**config.mk**
```make
export PLATFORM = sky130hd
export DESIGN_NAME = mcd_dram
export DESIGN_NICKNAME = d
export VERILOG_FILES = /design/src/rtl/mcd_pkg.sv /design/src/rtl/mcd_dram.sv /design/src/rtl/cpu_read_return.sv /design/src/rtl/line_timer.sv /design/src/rtl/dram_arbiter.sv /design/src/rtl/cpu_bus_decode.sv
export SDC_FILE = /design/constraint.sdc
export NUM_CORES = 1
export LEC_CHECK = 0
export BUFFER_PORTS_ARGS = -buffer_cell sky130_fd_sc_hd__buf_2
export CORE_ASPECT_RATIO = 2
export CORE_MARGIN = 5
export CORE_UTILIZATION = 40
export DETAILED_ROUTE_END_ITERATION = 16
export PLACE_DENSITY_LB_ADDON = 0.1
export SYNTH_ARGS = -nofsm -noshare
export SYNTH_HDL_FRONTEND = slang
export SYNTH_SLANG_ARGS = --single-unit
export TNS_END_PERCENT = 50
```
**constraint.sdc**
```tcl
create_clock -name clk -period 3.41 [get_ports clk]
set_clock_uncertainty 0.1 [all_clocks]
set_input_delay 0.5115 -clock clk [delete_from_list [all_inputs] [get_ports clk]]
set_output_delay 0.5115 -clock clk [all_outputs]
set_load 0.03 [all_outputs]
```
**src/rtl/mcd_pkg.sv**
```systemverilog
/*
 * Address map, line timer constants and request types shared by the DRAM front end.
 * Timer lengths are shortened for simulation and do not match a real video line.
 */
`default_nettype none

package mcd_pkg;

    // byte address bounds of the CPU memory map
    localparam logic [22:0] RAM_TOP    = 23'h3F_FFFF;
    localparam logic [22:0] ROM_BASE   = 23'h40_0000;
    localparam logic [22:0] ROM_TOP    = 23'h4F_FBFF;
    localparam logic [22:0] SYSIO_BASE = 23'h4F_FC00;
    localparam logic [22:0] CH2_BASE   = 23'h4F_FFE0;
    localparam logic [22:0] CH1_BASE   = 23'h4F_FFF0;
    localparam logic [22:0] CH1_TOP    = 23'h4F_FFFF;

    // channel 1 status register, low address byte
    localparam logic [7:0] STATUS_OFFSET = 8'hF0;
    localparam int STATUS_VBLANK_BIT = 7;

    localparam logic [2:0] BOOT_ROM_ACCESSES = 3'd4;
    localparam logic [2:0] ROM_SDRAM_PREFIX = 3'b001;

    // line timer, in clock cycles and lines
    localparam logic [7:0] LINE_CYCLES    = 8'd200;
    localparam logic [7:0] REFRESH_CYCLES = 8'd80;
    localparam logic [3:0] FRAME_LINES    = 4'd12;
    localparam logic [3:0] VBLANK_LINES   = 4'd2;

    // CPU word address, seen as a RAM address or as a ROM address
    typedef union packed {
        struct packed {
            logic        a22;
            logic        a21;
            logic [1:0]  a20_19;
            logic        bank;
            logic [16:0] a17_1;
        } ram_view;
        struct packed {
            logic        space;
            logic [20:0] offset;
        } rom_view;
    } cpu_addr_u;

    typedef struct packed {
        cpu_addr_u   addr;
        logic [15:0] din;
        logic        uds;
        logic        lds;
        logic        write;
        logic        cs;
    } cpu_req_t;

    // T_IO covers system I/O, channel 2 and channel 1 outside the status register
    typedef enum logic [2:0] {
        T_NONE,
        T_RAM,
        T_ROM,
        T_STATUS,
        T_IO
    } target_e;

    typedef struct packed {
        target_e     target;
        logic [24:0] sdram_addr;
        logic        word;
        logic        write;
        logic [15:0] din;
        logic        active;
    } dram_req_t;

    typedef enum logic {
        REFRESH,
        CPU
    } owner_e;

endpackage

`default_nettype wire
```
**src/rtl/mcd_dram.sv**
```systemverilog
/*
 * CPU-facing DRAM half of the system controller: decode, arbitration and read return.
 * The CPU holds each request until it sees the acknowledge.
 */
`timescale 1ns/1ps
`default_nettype none

module mcd_dram
    import mcd_pkg::*;
(
    input  wire logic        clk,
    input  wire logic        reset,
    input  wire logic [22:1] cpu_address,
    input  wire logic [15:0] cpu_din,
    input  wire logic        cpu_uds,
    input  wire logic        cpu_lds,
    input  wire logic        cpu_write_strobe,
    input  wire logic        cs,
    output logic [15:0]      cpu_dout,
    output logic             cpu_bus_ack,
    output logic [24:0]      sdram_addr,
    output logic             sdram_rd,
    output logic             sdram_wr,
    output logic             sdram_word,
    output logic [15:0]      sdram_din,
    input  wire logic [15:0] sdram_dout,
    input  wire logic        sdram_busy,
    output logic             vblank
);

    cpu_req_t  req;
    dram_req_t dreq;
    logic      refresh_window;

    assign req.addr  = cpu_address;
    assign req.din   = cpu_din;
    assign req.uds   = cpu_uds;
    assign req.lds   = cpu_lds;
    assign req.write = cpu_write_strobe;
    assign req.cs    = cs;

    cpu_bus_decode u_decode (
        .clk   (clk),
        .reset (reset),
        .req   (req),
        .ack   (cpu_bus_ack),
        .dreq  (dreq)
    );

    line_timer u_timer (
        .clk            (clk),
        .reset          (reset),
        .refresh_window (refresh_window),
        .vblank         (vblank)
    );

    dram_arbiter u_arbiter (
        .clk            (clk),
        .reset          (reset),
        .dreq           (dreq),
        .refresh_window (refresh_window),
        .sdram_busy     (sdram_busy),
        .sdram_addr     (sdram_addr),
        .sdram_rd       (sdram_rd),
        .sdram_wr       (sdram_wr),
        .sdram_word     (sdram_word),
        .sdram_din      (sdram_din),
        .ack            (cpu_bus_ack)
    );

    cpu_read_return u_return (
        .dreq       (dreq),
        .sdram_dout (sdram_dout),
        .vblank     (vblank),
        .cpu_dout   (cpu_dout)
    );

endmodule

`default_nettype wire

```
**src/rtl/cpu_read_return.sv**
```systemverilog
/*
 * CPU read data mux. Only the channel 1 status register returns anything on the I/O side.
 */
`timescale 1ns/1ps
`default_nettype none

module cpu_read_return
    import mcd_pkg::*;
(
    input  wire dram_req_t   dreq,
    input  wire logic [15:0] sdram_dout,
    input  wire logic        vblank,
    output logic [15:0]      cpu_dout
);

    always_comb begin
        cpu_dout = 16'h0000;

        case (dreq.target)
            T_RAM, T_ROM: begin
                cpu_dout = sdram_dout;
            end
            T_STATUS: begin
                // display active flag, all other status bits read as zero
                cpu_dout[STATUS_VBLANK_BIT] = !vblank;
            end
            default: begin
                cpu_dout = 16'h0000;
            end
        endcase
    end

endmodule

`default_nettype wire

```
**src/rtl/line_timer.sv**
```systemverilog
/*
 * Pixel and line counters with simulation-sized line and frame lengths.
 * The refresh window opens at the start of every line; vblank covers the last lines.
 */
`timescale 1ns/1ps
`default_nettype none

module line_timer
    import mcd_pkg::*;
(
    input  wire logic clk,
    input  wire logic reset,
    output logic      refresh_window,
    output logic      vblank
);

    logic [7:0] x;
    logic [3:0] line;
    logic       line_end;
    logic       frame_end;

    assign line_end  = x == LINE_CYCLES - 8'd1;
    assign frame_end = line == FRAME_LINES - 4'd1;

    always_ff @(posedge clk) begin
        if (reset) begin
            x    <= 8'd0;
            line <= 4'd0;
        end else if (line_end) begin
            x <= 8'd0;
            if (frame_end) begin
                line <= 4'd0;
            end else begin
                line <= line + 4'd1;
            end
        end else begin
            x <= x + 8'd1;
        end
    end

    // several refresh reads fit into each window
    assign refresh_window = x < REFRESH_CYCLES;

    assign vblank = line >= FRAME_LINES - VBLANK_LINES;

endmodule

`default_nettype wire

```
**src/rtl/dram_arbiter.sv**
```systemverilog
/*
 * Shares one SDRAM port between refresh reads and the CPU; refresh wins while its window is open.
 * The owner only changes while busy is low, and a strobe needs two idle cycles in a row.
 */
`timescale 1ns/1ps
`default_nettype none

module dram_arbiter
    import mcd_pkg::*;
(
    input  wire logic        clk,
    input  wire logic        reset,
    input  wire dram_req_t   dreq,
    input  wire logic        refresh_window,
    input  wire logic        sdram_busy,
    output logic [24:0]      sdram_addr,
    output logic             sdram_rd,
    output logic             sdram_wr,
    output logic             sdram_word,
    output logic [15:0]      sdram_din,
    output logic             ack
);

    owner_e      owner;
    owner_e      owner_q;
    owner_e      owner_next;
    logic        busy_q;
    logic        idle;
    logic        busy_fall;
    logic [24:0] last_read_addr;

    assign owner_next = refresh_window ? REFRESH : CPU;

    // frozen for the whole access
    assign owner = sdram_busy ? owner_q : owner_next;

    assign idle      = !sdram_busy && !busy_q;
    assign busy_fall = !sdram_busy && busy_q;

    // busy_q starts high so nothing is strobed or acknowledged
    // until the memory has been seen idle for a cycle
    always_ff @(posedge clk) begin
        if (reset) begin
            owner_q <= REFRESH;
            busy_q  <= 1'b1;
        end else begin
            owner_q <= owner;
            busy_q  <= sdram_busy;
        end
    end

    always_ff @(posedge clk) begin
        if (sdram_rd) begin
            last_read_addr <= sdram_addr;
        end
    end

    always_comb begin
        sdram_addr = '0;
        sdram_rd   = 1'b0;
        sdram_wr   = 1'b0;
        sdram_word = 1'b0;

        case (owner)
            REFRESH: begin
                // rereading the same row keeps the SDRAM refreshed
                sdram_addr = last_read_addr;
                sdram_word = 1'b1;
                sdram_rd   = idle;
            end
            CPU: begin
                if (dreq.active) begin
                    sdram_addr = dreq.sdram_addr;
                    sdram_word = dreq.word;
                    // ROM writes arrive with write low and turn into reads
                    sdram_rd   = idle && !dreq.write;
                    sdram_wr   = idle && dreq.write;
                end
            end
            default: begin
                sdram_rd = 1'b0;
            end
        endcase
    end

    // only the CPU writes to SDRAM
    assign sdram_din = dreq.din;

    // an SDRAM access ends on the fall of busy, everything else is acked at once
    always_comb begin
        if (dreq.active) begin
            ack = busy_fall && owner_q == CPU;
        end else begin
            ack = 1'b1;
        end
    end

endmodule

`default_nettype wire

```
**src/rtl/cpu_bus_decode.sv**
```systemverilog
/*
 * Memory map decode and SDRAM address formation; combinational apart from the boot counter.
 * Until four upper-byte accesses are acknowledged every selected access goes to ROM.
 */
`timescale 1ns/1ps
`default_nettype none

module cpu_bus_decode
    import mcd_pkg::*;
(
    input  wire logic      clk,
    input  wire logic      reset,
    input  wire cpu_req_t  req,
    input  wire logic      ack,
    output dram_req_t      dreq
);

    logic [2:0]  boot_cnt;
    logic        boot_rom;
    logic [22:0] byte_addr;
    logic        in_ram;
    logic        in_rom;
    logic        in_sysio;
    logic        in_ch2;
    logic        in_ch1;

    assign boot_rom = boot_cnt < BOOT_ROM_ACCESSES;

    // only acknowledged upper-byte accesses count towards the swap
    always_ff @(posedge clk) begin
        if (reset) begin
            boot_cnt <= 3'd0;
        end else if (req.cs && req.uds && boot_rom && ack) begin
            boot_cnt <= boot_cnt + 3'd1;
        end
    end

    assign byte_addr = {req.addr, 1'b0};

    assign in_ram   = byte_addr <= RAM_TOP;
    assign in_rom   = byte_addr >= ROM_BASE && byte_addr <= ROM_TOP;
    assign in_sysio = byte_addr >= SYSIO_BASE && byte_addr < CH2_BASE;
    assign in_ch2   = byte_addr >= CH2_BASE && byte_addr < CH1_BASE;
    assign in_ch1   = byte_addr >= CH1_BASE && byte_addr <= CH1_TOP;

    always_comb begin
        dreq = '0;
        dreq.din = req.din;

        if (!req.cs) begin
            dreq.target = T_NONE;
        end else if (boot_rom || in_rom) begin
            dreq.target = T_ROM;
        end else if (in_ram) begin
            dreq.target = T_RAM;
        end else if (in_ch1 && byte_addr[7:0] == STATUS_OFFSET) begin
            dreq.target = T_STATUS;
        end else if (in_sysio || in_ch2 || in_ch1) begin
            dreq.target = T_IO;
        end else begin
            dreq.target = T_NONE;
        end

        case (dreq.target)
            T_ROM: begin
                // ROM sits above the RAM image and is only ever read as words
                dreq.sdram_addr = {ROM_SDRAM_PREFIX, req.addr.rom_view.offset, 1'b0};
                dreq.word = 1'b1;
            end
            T_RAM: begin
                // bank select A18 becomes the top bit, then A21
                dreq.sdram_addr[24:1] = {5'b0, req.addr.ram_view.bank,
                                         req.addr.ram_view.a21, req.addr.ram_view.a17_1};
                // odd byte only on a lower-strobe write
                dreq.sdram_addr[0] = req.write && req.lds && !req.uds;
                dreq.word = (req.uds && req.lds) || !req.write;
                dreq.write = req.write;
            end
            default: begin
                dreq.sdram_addr = '0;
            end
        endcase

        dreq.active = (dreq.target == T_RAM || dreq.target == T_ROM) && (req.uds || req.lds);
    end

endmodule

`default_nettype wire

```
==> run metrics <==
ys flop type edfxtp_1; Iteration-0 DRC Markers just over 70; total setup buffers inserted after CTS 0; Initial Util 0.410; grt total ovfl 0; period utilisation layout 0.830; post-DP HPWL 4860 um; outcome complete, no violations; Routed WL per cell 16.3 um; Final Hold Slack 391 ps; top-count cell post-synth nand2_1; Setup CP Type reg2out; Hold Crit Depth 1; core area a little under 0.006 mm^2; CP required 2800 ps; Hold Crit Class reg2reg; final slew viol count 0; internal power 892 uW; cts repair resizes 0; Switch Pwr about 350 uW; Post-DP Area 0.00284 mm^2; Synth area leaders edfxtp_1, dfxtp_1, nand2_1, o21ai_2, buf_4; drt via density 5.31; Critical Path AT 2220 ps; root buf cell clkbuf_16; die area between 0.007 and 0.008 mm^2; mean area per synthesized cell about 10 um^2; post-synth top area cell edfxtp_1; antenna fix cells 0; share of layout cells above drive strength 1 0.410; Core Util, Final 0.499; DIE HEIGHT 121 um; FF+latch count, synth 42; R2R Setup Slk 1230 ps; Worst R2R End u_arbiter.last_read_addr[4]; Worst setup SP type flop; pwr dens 418 mW/mm^2; fin nets approximately 390; Tmin final ~2800 ps; WHS Endpoint u_timer.x[0]; Clock Pin Slew Worst Setup and Hold Paths 60 ps; largest net degree at the start of global routing 26; first-pass GRT wire length 10400 um; endpoints failing setup 0; Synth Cell Area 0.00244 mm^2; drt first pass iters 4; clk buf depth 2; Area Overhead vs Synth 21.7%; sequential share of the synthesized area 0.447; CTS H-Tree Depth 2; Post-Syn Instances 251; Clock Latency Late Sink around 280 ps; Slew HR 0.503; vias in the first global route 2187; WL final 6350 um; TNS Setup 0 ps; vias after detailed routing 2071; synth warn 0; CTS tree yes; Ports between 100 and 150; post-route cell area 0.00297 mm^2; peak supply drop approximately 0.20 mV; Hold Buf Count CTS 0; combinational power share 0.187; post-synth cell types 50; leakage power between 0.001 and 0.0015 uW; Antenna Nets Post-Route 0; hold path start u_timer.x[0]; antenna violations before repair 0; TritonCTS buffer count 5; reg2reg start u_decode.boot_cnt[2]; Hold Fails Final Rpt 0; EDFF count, synth 25; Worst Reg-to-Reg Cells 5; Die W 65.3 um; Synth top area share 0.307; most instantiated cells after synthesis nand2_1, edfxtp_1; Least-Margin Pin Slew 740 ps; count of buffers from port buffering 90; Pwr Total 1240 uW; GR Util All Layers 0.171; CP Capture Type output port; part of the power in registers 0.451; ys async rst share 0; sw frac 0.281; Fmax 353 MHz; Clock Sinks 42; Clock power frac 0.362; Remaining DRCs 0; RSZ-0062 raised after global routing false; row count 40; Mapped Nets 316; max capacitance violation total 0; Crit Path Max Fanout 12; Placer Congestion 0.792
-- kinds of logic (layout without fill, tap and decap cells) --
family / Yosys count / count (layout) / synth area share
mux: 2 / 2 / 0.00820
compound gates: 43 / 43 / 0.149
fa+ha+maj: 4 / 4 / 0.0205
xor+xnor: 7 / 7 / 0.0251
simple gates: 123 / 123 / 0.264
buf+inv: 30 / 106 / 0.0861
flops: 42 / 42 / 0.447
-- worst max-delay path by stage --
stage | from | cells after the start | slack, ps | end
2_1_floorplan | cpu_address[20] | 4 | 410 | sdram_rd
3_3_place_gp | sdram_busy | 7 | 740 | sdram_addr[5]
3_5_place_dp | sdram_busy | 7 | 750 | sdram_addr[6]
4_1_cts | u_timer.x[4] | 6 | 550 | sdram_addr[6]
5_1_grt | u_timer.x[4] | 6 | 430 | sdram_addr[6]
6_report | u_timer.x[4] | 6 | 580 | sdram_addr[6]
-- final cells by class --
class | instances | area (um^2)
sequential | 42 | 1090
clock inverter | 3 | 11.3
clock buffer | 5 | 125
inverter | 3 | 11.3
fill | 598 | 2980
multi-input combinational | 179 | 1170
tap | 63 | 78.8
timing repair buffer | 95 | 488
-- worst max-delay path: stages, from the launching register on --
cell	delay [ps]
dfxtp_1	460
o21a_1	260
o31a_1	480
buf_4	280
nand2_1	80
o21ai_2	140
buf_2	220
-- cell usage in the layout (no fill, tap or decap), types with 2 or more instances in the layout --
cell type,n
buf_2,90
nand2_1,49
edfxtp_1,25
nor2_1,17
and2_1,17
o21ai_2,17
dfxtp_1,17
nand3_1,7
nor3_1,6
xnor2_1,5
clkbuf_16,5
buf_4,5
nand4_1,4
o31ai_1,4
a21oi_1,4
ha_1,4
inv_1,3
nand2b_1,3
nand3b_1,3
clkinv_1,3
nand4b_1,2
nor4_1,2
o31a_1,2
a32oi_1,2
mux2i_1,2
xor2_1,2
a21bo_2,2
-- power groups by stage --
stage / registers [uW] / logic [uW] / clock network [uW]
final: 560 / 232 / 450
after global routing: 561 / 253 / 490
after CTS: 560 / 236 / 466
after detailed placement: 571 / 235 / 0
after global placement: 570 / 234 / 0
after floorplan: 569 / 190 / 0
-- sequential cells by signal, indices dropped and copies added, names as in the netlist --
name                      cells
u_arbiter.last_read_addr     25
u_timer.line                  4
u_arbiter.busy_q              1
u_decode.boot_cnt             3
u_arbiter.owner_q             1
u_timer.x                     8
-- through the flow --
| stage | setup slack, ps | std cells |
|---|---|---|
| floorplan | 414 | 251 |
| finish | 580 | 390 |
| global placement | 742 | 382 |
| CTS | 553 | 390 |
| global route | 432 | 390 |
| detailed placement | 748 | 382 |
-- per-layer routing --
| layer | global-route usage | wire length (um) | up-vias |
|---|---|---|---|
| li1 | - | - | 1027 |
| met1 | 0.176 | 2280 | 973 |
| met2 | 0.317 | 3510 | 60 |
| met3 | 0.0362 | 398 | 11 |
| met4 | 0.0766 | 162 | 0 |
| met5 | 0 | 0 | - |
(Power assumes the default switching activity.)
